### config.mk
export PLATFORM = sky130hd
export DESIGN_NAME = had_dbg_info_top
export DESIGN_NICKNAME = d
export VERILOG_FILES = /design/src/common/had_dbg_pkg.sv /design/src/pipe_fifo/had_pipe_fifo.sv /design/src/verilog/had_dbg_info_top.sv /design/src/verilog/had_pipe_decode.sv /design/src/verilog/had_snapshot.sv
export SDC_FILE = /design/constraint.sdc
export NUM_CORES = 2
export LEC_CHECK = 0
export CORE_MARGIN = 2
export CORE_UTILIZATION = 35
export CTS_CLUSTER_SIZE = 28
export DETAILED_ROUTE_END_ITERATION = 6
export DONT_BUFFER_PORTS = 1
export REMOVE_ABC_BUFFERS = 1
export SLEW_MARGIN = 25
export SYNTH_ARGS = -nofsm -noshare
export SYNTH_HDL_FRONTEND = slang
export SYNTH_SLANG_ARGS = --single-unit
### constraint.sdc
create_clock -name cpuclk -period 19.2 [get_ports cpuclk]
set_input_delay 0.96 -clock cpuclk [delete_from_list [all_inputs] [get_ports cpuclk]]
set_output_delay 0.96 -clock cpuclk [all_outputs]
set_load 0.02 [all_outputs]
### src/common/had_dbg_pkg.sv
// ==========================================================================
// Debug-trace shared definitions
// Entry widths, pipe-select codes and unit debug snapshot layout
// ==========================================================================
package had_dbg_pkg;

  // ========================================================================
  // Trace entry and write lanes
  // ========================================================================
  localparam int DATA_W    = 64;
  localparam int LANES     = 3;

  // Pipe-select register field
  localparam int PIPESEL_W = 2;

  localparam logic [PIPESEL_W-1:0] PIPESEL_OFF = 2'd0;
  localparam logic [PIPESEL_W-1:0] PIPESEL_IDU = 2'd1;
  localparam logic [PIPESEL_W-1:0] PIPESEL_RTU = 2'd2;
  localparam logic [PIPESEL_W-1:0] PIPESEL_LSU = 2'd3;

  // Payloads narrower than one entry, zero-extended on the lanes
  localparam int ID_INFO_W = 40;
  localparam int ST_ADDR_W = 40;

  // ========================================================================
  // Unit debug snapshot
  // ========================================================================
  localparam int IFU_DBG_W = 83;
  localparam int LSU_DBG_W = 184;
  localparam int IDU_DBG_W = 50;
  localparam int IU_DBG_W  = 10;
  localparam int CP0_DBG_W = 4;
  localparam int RTU_DBG_W = 43;
  localparam int MMU_DBG_W = 34;

  localparam int SNAP_W = IFU_DBG_W + LSU_DBG_W + IDU_DBG_W + IU_DBG_W +
                          CP0_DBG_W + RTU_DBG_W + MMU_DBG_W;

  // 408 bits span seven readout words, the last one partly filled
  localparam int SNAP_WORDS = (SNAP_W + DATA_W - 1) / DATA_W;
  localparam int SNAP_PTR_W = 3;

endpackage

### src/pipe_fifo/had_pipe_fifo.sv
// ==========================================================================
// Trace FIFO
// Up to three writes per cycle, oldest entries overwritten when full
// ==========================================================================
`timescale 1ns/1ps

module had_pipe_fifo
  import had_dbg_pkg::*;
#(
  parameter int DEPTH = 16
)
(
  input  logic                         cpuclk,
  input  logic                         cpurst_b,
  input  logic [LANES-1:0]             lane_wen,
  input  logic [LANES-1:0][DATA_W-1:0] lane_data,
  input  logic                         pipefifo_ren,
  output logic [DATA_W-1:0]            pipefifo_data
);

  localparam int ADDR_W = $clog2(DEPTH);
  // Extra wrap bit tells full from empty
  localparam int PTR_W  = ADDR_W + 1;

  logic [DATA_W-1:0] mem [DEPTH];

  logic [PTR_W-1:0] wptr;
  logic [PTR_W-1:0] rptr;
  logic [PTR_W-1:0] occupancy;
  logic [PTR_W-1:0] free_cnt;
  logic [PTR_W-1:0] wr_cnt;
  logic [PTR_W-1:0] drop_cnt;
  logic             empty;
  logic             rd_take;

  // ========================================================================
  // Occupancy and overflow
  // ========================================================================
  assign occupancy = wptr - rptr;
  assign free_cnt  = PTR_W'(DEPTH) - occupancy;
  assign empty     = (occupancy == '0);

  // Lanes are contiguous from lane 0, so the count is also the span
  always_comb
  begin
    wr_cnt = '0;
    for (int i = 0; i < LANES; i++)
      wr_cnt = wr_cnt + PTR_W'(lane_wen[i]);
  end

  // Entries beyond the free space push out the oldest ones
  always_comb
  begin
    if (wr_cnt > free_cnt)
      drop_cnt = wr_cnt - free_cnt;
    else
      drop_cnt = '0;
  end

  // Read of an empty FIFO leaves the pointers alone
  assign rd_take = pipefifo_ren && !empty;

  // ========================================================================
  // Storage
  // ========================================================================
  always_ff @(posedge cpuclk)
  begin
    for (int i = 0; i < LANES; i++)
    begin
      if (lane_wen[i])
        mem[ADDR_W'(wptr + PTR_W'(i))] <= lane_data[i];
    end
  end

  // ========================================================================
  // Pointers
  // ========================================================================
  always_ff @(posedge cpuclk or negedge cpurst_b)
  begin
    if (!cpurst_b)
    begin
      wptr <= '0;
      rptr <= '0;
    end
    else
    begin
      wptr <= wptr + wr_cnt;
      rptr <= rptr + drop_cnt + PTR_W'(rd_take);
    end
  end

  // ========================================================================
  // Registered read port
  // ========================================================================
  // Slot content goes out even when empty, holds between reads
  always_ff @(posedge cpuclk or negedge cpurst_b)
  begin
    if (!cpurst_b)
      pipefifo_data <= '0;
    else if (pipefifo_ren)
      pipefifo_data <= mem[rptr[ADDR_W-1:0]];
  end

  ap_occupancy_max: assert property (@(posedge cpuclk) disable iff (!cpurst_b)
    occupancy <= PTR_W'(DEPTH));

  // Debug controller keeps reads and trace writes in separate cycles
  ap_no_rd_on_wr: assert property (@(posedge cpuclk) disable iff (!cpurst_b)
    !(pipefifo_ren && (|lane_wen)));

endmodule

### src/verilog/had_dbg_info_top.sv
// ==========================================================================
// Debug-trace block top level
// Pipe-select decode, trace FIFO and unit debug snapshot
// ==========================================================================
`timescale 1ns/1ps

module had_dbg_info_top
  import had_dbg_pkg::*;
#(
  parameter int DEPTH = 16
)
(
  input  logic                            cpuclk,
  input  logic                            cpurst_b,
  input  logic                            update_dr_en,
  input  logic                            pipesel_reg_sel,
  input  logic [DATA_W-1:0]               wdata,
  input  logic                            pipefifo_wen,
  input  logic                            pipefifo_ren,
  input  logic                            dbgfifo_ren,
  input  logic [LANES-1:0]                id_inst_vld,
  input  logic [LANES-1:0][ID_INFO_W-1:0] id_inst_info,
  input  logic [LANES-1:0]                retire_inst_vld,
  input  logic [LANES-1:0][DATA_W-1:0]    retire_inst_info,
  input  logic                            st_req,
  input  logic [DATA_W-1:0]               st_data,
  input  logic [ST_ADDR_W-1:0]            st_addr,
  input  logic                            dbg_ack_info,
  input  logic [IFU_DBG_W-1:0]            ifu_debug_info,
  input  logic [LSU_DBG_W-1:0]            lsu_debug_info,
  input  logic [IDU_DBG_W-1:0]            idu_debug_info,
  input  logic [IU_DBG_W-1:0]             iu_debug_info,
  input  logic [CP0_DBG_W-1:0]            cp0_debug_info,
  input  logic [RTU_DBG_W-1:0]            rtu_debug_info,
  input  logic [MMU_DBG_W-1:0]            mmu_debug_info,
  output logic                            id_trace_en,
  output logic                            retire_trace_en,
  output logic                            st_trace_en,
  output logic [31:0]                     pipesel_data,
  output logic [DATA_W-1:0]               pipefifo_data,
  output logic [DATA_W-1:0]               dbgfifo_data,
  output logic                            dbg_ack_pc
);

  // Write lanes from the decoder into the FIFO
  logic [LANES-1:0]             lane_wen;
  logic [LANES-1:0][DATA_W-1:0] lane_data;

  had_pipe_decode decode_i (
    .cpuclk           (cpuclk),
    .cpurst_b         (cpurst_b),
    .update_dr_en     (update_dr_en),
    .pipesel_reg_sel  (pipesel_reg_sel),
    .wdata            (wdata),
    .pipefifo_wen     (pipefifo_wen),
    .id_inst_vld      (id_inst_vld),
    .id_inst_info     (id_inst_info),
    .retire_inst_vld  (retire_inst_vld),
    .retire_inst_info (retire_inst_info),
    .st_req           (st_req),
    .st_data          (st_data),
    .st_addr          (st_addr),
    .pipesel_data     (pipesel_data),
    .id_trace_en      (id_trace_en),
    .retire_trace_en  (retire_trace_en),
    .st_trace_en      (st_trace_en),
    .lane_wen         (lane_wen),
    .lane_data        (lane_data)
  );

  had_pipe_fifo #(
    .DEPTH (DEPTH)
  ) fifo_i (
    .cpuclk        (cpuclk),
    .cpurst_b      (cpurst_b),
    .lane_wen      (lane_wen),
    .lane_data     (lane_data),
    .pipefifo_ren  (pipefifo_ren),
    .pipefifo_data (pipefifo_data)
  );

  had_snapshot snapshot_i (
    .cpuclk         (cpuclk),
    .cpurst_b       (cpurst_b),
    .dbg_ack_info   (dbg_ack_info),
    .dbgfifo_ren    (dbgfifo_ren),
    .ifu_debug_info (ifu_debug_info),
    .lsu_debug_info (lsu_debug_info),
    .idu_debug_info (idu_debug_info),
    .iu_debug_info  (iu_debug_info),
    .cp0_debug_info (cp0_debug_info),
    .rtu_debug_info (rtu_debug_info),
    .mmu_debug_info (mmu_debug_info),
    .dbg_ack_pc     (dbg_ack_pc),
    .dbgfifo_data   (dbgfifo_data)
  );

endmodule

### src/verilog/had_pipe_decode.sv
// ==========================================================================
// Pipe-select decoder
// Holds the traced-stage select and steers that stage onto the write lanes
// ==========================================================================
`timescale 1ns/1ps

module had_pipe_decode
  import had_dbg_pkg::*;
(
  input  logic                            cpuclk,
  input  logic                            cpurst_b,
  input  logic                            update_dr_en,
  input  logic                            pipesel_reg_sel,
  input  logic [DATA_W-1:0]               wdata,
  input  logic                            pipefifo_wen,
  input  logic [LANES-1:0]                id_inst_vld,
  input  logic [LANES-1:0][ID_INFO_W-1:0] id_inst_info,
  input  logic [LANES-1:0]                retire_inst_vld,
  input  logic [LANES-1:0][DATA_W-1:0]    retire_inst_info,
  input  logic                            st_req,
  input  logic [DATA_W-1:0]               st_data,
  input  logic [ST_ADDR_W-1:0]            st_addr,
  output logic [31:0]                     pipesel_data,
  output logic                            id_trace_en,
  output logic                            retire_trace_en,
  output logic                            st_trace_en,
  output logic [LANES-1:0]                lane_wen,
  output logic [LANES-1:0][DATA_W-1:0]    lane_data
);

  logic [PIPESEL_W-1:0] pipesel;
  logic [LANES-1:0]     stage_vld;

  // Written from the debug register path, effective next cycle
  always_ff @(posedge cpuclk or negedge cpurst_b)
  begin
    if (!cpurst_b)
      pipesel <= PIPESEL_OFF;
    else if (update_dr_en && pipesel_reg_sel)
      pipesel <= wdata[PIPESEL_W-1:0];
  end

  assign pipesel_data = {{(32-PIPESEL_W){1'b0}}, pipesel};

  assign id_trace_en     = pipefifo_wen && (pipesel == PIPESEL_IDU);
  assign retire_trace_en = pipefifo_wen && (pipesel == PIPESEL_RTU);
  assign st_trace_en     = pipefifo_wen && (pipesel == PIPESEL_LSU);

  // ========================================================================
  // Lane steering
  // ========================================================================
  always_comb
  begin
    stage_vld = '0;
    lane_data = '0;
    case (pipesel)
      PIPESEL_IDU:
      begin
        stage_vld = id_inst_vld;
        for (int i = 0; i < LANES; i++)
          lane_data[i] = DATA_W'(id_inst_info[i]);
      end
      PIPESEL_RTU:
      begin
        stage_vld = retire_inst_vld;
        lane_data = retire_inst_info;
      end
      PIPESEL_LSU:
      begin
        // One store fills two entries, data first then address
        stage_vld    = {{(LANES-2){1'b0}}, st_req, st_req};
        lane_data[0] = st_data;
        lane_data[1] = DATA_W'(st_addr);
      end
      default:
        stage_vld = '0;
    endcase
  end

  assign lane_wen = stage_vld & {LANES{pipefifo_wen}};

  ap_one_trace_en: assert property (@(posedge cpuclk) disable iff (!cpurst_b)
    $onehot0({id_trace_en, retire_trace_en, st_trace_en}));

  // FIFO places lane i at offset i, so holes in the valids would corrupt it
  ap_lane_contig: assert property (@(posedge cpuclk) disable iff (!cpurst_b)
    (lane_wen & LANES'(lane_wen + 1'b1)) == '0);

endmodule

### src/verilog/had_snapshot.sv
// ==========================================================================
// Unit debug snapshot
// Captures unit state after a retire acknowledge and reads it out by word
// ==========================================================================
`timescale 1ns/1ps

module had_snapshot
  import had_dbg_pkg::*;
(
  input  logic                 cpuclk,
  input  logic                 cpurst_b,
  input  logic                 dbg_ack_info,
  input  logic                 dbgfifo_ren,
  input  logic [IFU_DBG_W-1:0] ifu_debug_info,
  input  logic [LSU_DBG_W-1:0] lsu_debug_info,
  input  logic [IDU_DBG_W-1:0] idu_debug_info,
  input  logic [IU_DBG_W-1:0]  iu_debug_info,
  input  logic [CP0_DBG_W-1:0] cp0_debug_info,
  input  logic [RTU_DBG_W-1:0] rtu_debug_info,
  input  logic [MMU_DBG_W-1:0] mmu_debug_info,
  output logic                 dbg_ack_pc,
  output logic [DATA_W-1:0]    dbgfifo_data
);

  logic [SNAP_W-1:0]            snap_bus;
  logic [SNAP_W-1:0]            snap_q;
  logic [SNAP_WORDS*DATA_W-1:0] snap_ext;
  logic [SNAP_PTR_W-1:0]        rd_ptr;
  logic                         ptr_done;
  logic [DATA_W-1:0]            rd_word;

  // MMU in the top bits down to IFU in the bottom
  assign snap_bus = {mmu_debug_info, rtu_debug_info, cp0_debug_info, iu_debug_info,
                     idu_debug_info, lsu_debug_info, ifu_debug_info};

  always_ff @(posedge cpuclk or negedge cpurst_b)
  begin
    if (!cpurst_b)
      dbg_ack_pc <= 1'b0;
    else
      dbg_ack_pc <= dbg_ack_info;
  end

  // Holds the unit buses from the cycle after the acknowledge
  always_ff @(posedge cpuclk)
  begin
    if (dbg_ack_pc)
      snap_q <= snap_bus;
  end

  // ========================================================================
  // Word readout
  // ========================================================================
  assign snap_ext = {{(SNAP_WORDS*DATA_W-SNAP_W){1'b0}}, snap_q};
  assign ptr_done = (rd_ptr == SNAP_PTR_W'(SNAP_WORDS));

  always_comb
  begin
    if (ptr_done)
      rd_word = '0;
    else
      rd_word = snap_ext[int'(rd_ptr)*DATA_W +: DATA_W];
  end

  always_ff @(posedge cpuclk or negedge cpurst_b)
  begin
    if (!cpurst_b)
    begin
      rd_ptr       <= '0;
      dbgfifo_data <= '0;
    end
    else if (dbgfifo_ren)
    begin
      rd_ptr       <= rd_ptr + 1'b1;
      dbgfifo_data <= rd_word;
    end
    else if (ptr_done)
      rd_ptr <= '0;
  end

  ap_ptr_range: assert property (@(posedge cpuclk) disable iff (!cpurst_b)
    rd_ptr <= SNAP_PTR_W'(SNAP_WORDS));

endmodule
Word level (Yosys, flattened, before mapping)
Memories as Yosys holds them, arrays and structs flattened. A register that Yosys moved wholly into a read port is not among the register bits.
Index checks and enable logic that the tools add are counted.
- mux-type cells: 13
- reductions and logical operators: 9
- shift operators: 1
- eq/ne operators: 4
- $add $sub $neg: 11
- $lt $le $gt $ge: 1
- bitwise logic cells: 1
- operators by type and width (kind ; number):
    $shiftx 448x10->64 ; 1
    $pmux 128 s3 ; 1
    $pmux 64 s2 ; 1
    $mux 64 ; 1
    $add 5x1->5 ; 2
    $add 5x5->5 ; 2
    $sub 5x5->5 ; 2
    $pmux 3 s3 ; 1
    $mux 1 ; 6
    $mux 3 ; 2
    $gt 5x5->1 ; 1
    $logic_and 1x1->1 ; 5
    $logic_not 5->1 ; 1
    $mux 5 ; 1
    $sub 5x5->5 const A ; 1
    $add 4x1->4 const B ; 1
    $add 4x2->4 const B ; 1
    $eq 2x2->1 const B ; 2
    $add 3x1->3 const B ; 1
    $and 3x3->3 ; 1
    $eq 3x3->1 const B ; 1
    $add 1x1->2 ; 1
    $eq 2x1->1 const B ; 1
    $logic_not 1->1 ; 2
    $reduce_bool 2->1 ; 1
- memories kept: 1
- logic and storage cells: 48
- input port bits: 903
- output and inout bits: 164
- register bits after elaboration: 488
- RAM bits: 1024
- memories (name ; words ; bits a word ; read ports ; clocked after memory_dff ; wr ports ; line ; RTL):
    fifo_i.mem ; 16 ; 64 ; 1 ; 1 ; 3 ; had_pipe_fifo.sv:25 ; logic [DATA_W-1:0] mem [DEPTH];

Logic depth before layout (Yosys ltp)
- depth after elaboration: 9
- depth in mapped cells: 22
- mapped depth without buffers: 20

Hierarchy
A second synthesis with hierarchy kept.
- cells, all modules: 6744
- area, all modules: 82864.5 um^2
- modules (own cells, without submodules) (module ; times used ; seq. area each (um^2) ; cells each ; area each (um^2)):
    had_pipe_fifo ; 1 ; 32601.3 ; 5346 ; 61790.5
    had_snapshot ; 1 ; 13953.4 ; 946 ; 18062.3
    had_pipe_decode ; 1 ; 50.0 ; 452 ; 3011.6

Least setup slack after synthesis
Ideal clock, no wire load.
- path kind: reg2out
- from: register snapshot_i.dbg_ack_pc
- to: output port dbg_ack_pc
- data arrival time: 8.687 ns
- required time: 18.240 ns
- path buffers: 0
- stages on the path, launching flop included: 1
- slack: 9.553 ns
- cells stage by stage: dfrtp_1
- RTL lines (what ; line ; RTL):
    start: declaration ; had_snapshot.sv:21 ; output logic dbg_ack_pc,
    start signal: assignment ; had_snapshot.sv:41 ; dbg_ack_pc <= dbg_ack_info;
    end: declaration ; had_dbg_info_top.sv:42 ; output logic dbg_ack_pc
No word-level cell between the ends.

==> qor.yml <==
status:
  status: "complete, but fails checks"
  violations: "design-rule violations"
cells_and_area:
  final_nets: 7618
  nFillCells: 22500
  areaGrowthSynthToFinish_pct: 9.83
  drive_above_1_share: 0.154
  utilization: 0.385
  fin_cells: 10100
  post-route-cell-area_um2: 91500
sta:
  rsz0062_at_grt: "false"
  worst_slew_pin_slew_ns: 1.18
  max_freq_mhz: 165
  setup_viol: 0
  slew_viol_final: 0
  post-route-period-util: 0.315
  relSlewSlack: 0.214
  setup_ws_ns: 13.14
  skew_ns: 0.0829
  finalWorstPathRequiredPeriod_ns: 6.06
  setup_tns_ns: 0
  finalHoldViolations: 0
setup_path:
  start_kind: "register"
  cp.arrival_ns: 6.46
  reg2reg_from: "decode_i.pipesel[0]"
  end_kind: "register"
  critical_path.max_fanout: 71
  critical_path_class: "register to register"
  cp.required_ns: 19.60
  crit_start: "decode_i.pipesel[0]"
  reg2reg_depth: 9
  r2r_slack_ns: 13.14
clock_tree:
  clk_latency_ns: 0.86
  ctsHoldBuffers: 1
  post_cts_resize_count: 0
  cts_buffer_depth: 3
  numClockSinks: 1576
  cts_root_buf: "clkbuf_16"
  cts-buffers-inserted: 182
  h-tree-depth: 4
  clk_pin_slew_ns: 0.06
  post_cts_buffers: 0
  cts_tree: "built"
routing:
  dr.pass1.iters: 7
  wl_per_cell_um: 32.1
  antenna_left: 0
  via_count: 62100
  routed_wl_um: 323000
  first_iter_violations: 8757
  viasPerCell: 6.17
  drc: 10
floorplanning:
  ios: 1067
  dieHeight_um: 492
  die_width_um: 492
  start_util: 0.351
  coreArea_um2: 237000
  dieArea_um2: 242000
  rows: 179
run:
  max_cap_violations: 0
yosys:
  ys_types: 53
  yosys.area.top_type: "edfxtp_1"
  yosys_register_bits: 1576
  synth_area_leaders: "edfxtp_1 52%, mux4_2 10%, a21oi_1 5.8%, a211oi_1 4.6%, dfrtp_1 4.3%"
  synthCells: 7215
  ys.flop_type: "edfxtp_1"
  yosysSeqAreaShare: 0.559
  synth_top_area_frac: 0.516
  ys_top_cells_by_count: "1432 x edfxtp_1, 967 x a21oi_1, 865 x nor2_1"
  synth_area_per_cell_um2: 11.5
  synth_area_um2: 83300
  ys_warn_count: 0
  synth_most_common_cell: "edfxtp_1"
  async_flop_share: 0.0914
  synth_edf_count: 1432
grt:
  grt_pass1_wl_um: 446000
  grt_pass1_vias: 58400
  antenna_found_initial: 106
  grt_util_all_layers: 0.258
  globalRouteOverflowTotal: 0
  grt_max_degree: 145
placement:
  dp_cells: 9657
  portBuffers: 0
  dpl_cell_area_um2: 85200
  gp_congestion: 0.891
  place_ws_ns: 13.18
  place_hpwl_um: 198000
pwr:
  clockPowerShare: 0.282
  p_comb_frac: 0.327
  internal_power_mw: 7.86
  p_sw_mw: 4.42
  power_leakage_nw: 30.9
  swShare: 0.360
  power.density_nw_per_um2: 134
  power.share.sequential: 0.392
  peakVddDrop_mv: 0.117
min_path:
  holdPathStages: 0
  hp-class: "input pin to register"
  min_from: "dbg_ack_info"
[state kept, by name, indices dropped and copies added (netlist names)]
signal	cells
snapshot_i.dbg_ack_pc	1
fifo_i.wptr	5
snapshot_i.snap_q	408
fifo_i.mem	1024
fifo_i.pipefifo_data	64
snapshot_i.rd_ptr	3
fifo_i.rptr	5
decode_i.pipesel	2
snapshot_i.dbgfifo_data	64
[power by group through the flow]
stage	Sequential, mW	Clock (mW)	Combinational, mW
floorplan	4.95	0	3.03
global placement	4.87	0	3.89
detailed placement	4.88	0	3.97
CTS	4.81	3.49	3.99
global route	4.85	3.62	4.30
finish	4.81	3.46	4.02
[worst paths after layout]
check                                           end
setup / recovery                  fifo_i.mem[2][15]
hold / removal                snapshot_i.dbg_ack_pc
setup reg to reg                  fifo_i.mem[2][15]
hold reg to reg                      fifo_i.wptr[4]
max in group asynchronous      snapshot_i.rd_ptr[1]
min in group asynchronous  fifo_i.pipefifo_data[62]
[critical path, stage by stage (launching register included)]
cell and delay, ns:
dfrtp_1 0.64, ha_4 0.55, buf_4 0.70, a222oi_1 0.27, buf_4 0.27, nor2_1 0.51, nand3_4 0.82, o211ai_1 0.59
buf_4 0.31, buf_4 0.78
[cells in the final DEF, fill, tap and decap left out, types with 29 or more instances in the layout]
master     count
conb_1        31
clkbuf_1      54
clkinv_1      30
o21ai_1       47
clkbuf_16    182
buf_4        139
a22oi_1       65
clkinv_2      29
nor2_1       801
a222oi_1      82
edfxtp_1    1432
mux4_2       384
diode_2       59
inv_1         85
nand2_1      636
a211oi_1     512
mux2i_1      185
a21oi_1      967
a22o_1        40
dfrtp_1      137
mux2_2       106
o22ai_1       64
o21ai_0      490
nor2_2        57
[logic make-up (layout without fill, tap and decap cells)]
kind of cell | after synthesis | in the layout | share of synthesized area
buffers and inverters | 989 | 582 | 0.0508
multiplexers | 675 | 675 | 0.140
XOR/XNOR | 19 | 19 | 0.00218
AO/OA/AOI/OAI | 2311 | 2311 | 0.165
AND/OR/NAND/NOR | 1615 | 1615 | 0.0775
other | 1 | 90 | 0.0000450
flip-flops | 1576 | 1576 | 0.559
adder cells (fa/ha/maj) | 29 | 29 | 0.00481
[layer usage]
metal,global-route usage,share of wire,vias up
li1,-,-,26200
met1,0.312,0.35,30900
met2,0.416,0.47,4174
met3,0.0801,0.12,783
met4,0.128,0.053,48
met5,0,0.00097,-
[area by class of cell]
type                       count  area, µm²  area share
inverter                      87        332     0.00362
clock buffer                 242       4840      0.0529
sequential                  1576      46600       0.510
multi-input combinational   4680      33200       0.362
tap                         3167       3960      0.0433
timing repair buffer         159       1400      0.0152
clock inverter                94       1040      0.0114
antenna                       59        148     0.00161
[per-stage QoR]
stage                     hold WS, ns  power (mW)
after global routing           0.0836        12.8
final                           0.132        12.3
after CTS                      0.0693        12.3
after floorplan                 0.461        7.97
after detailed placement        0.485        8.85
after global placement          0.486        8.76
(Power assumes the default switching activity.)
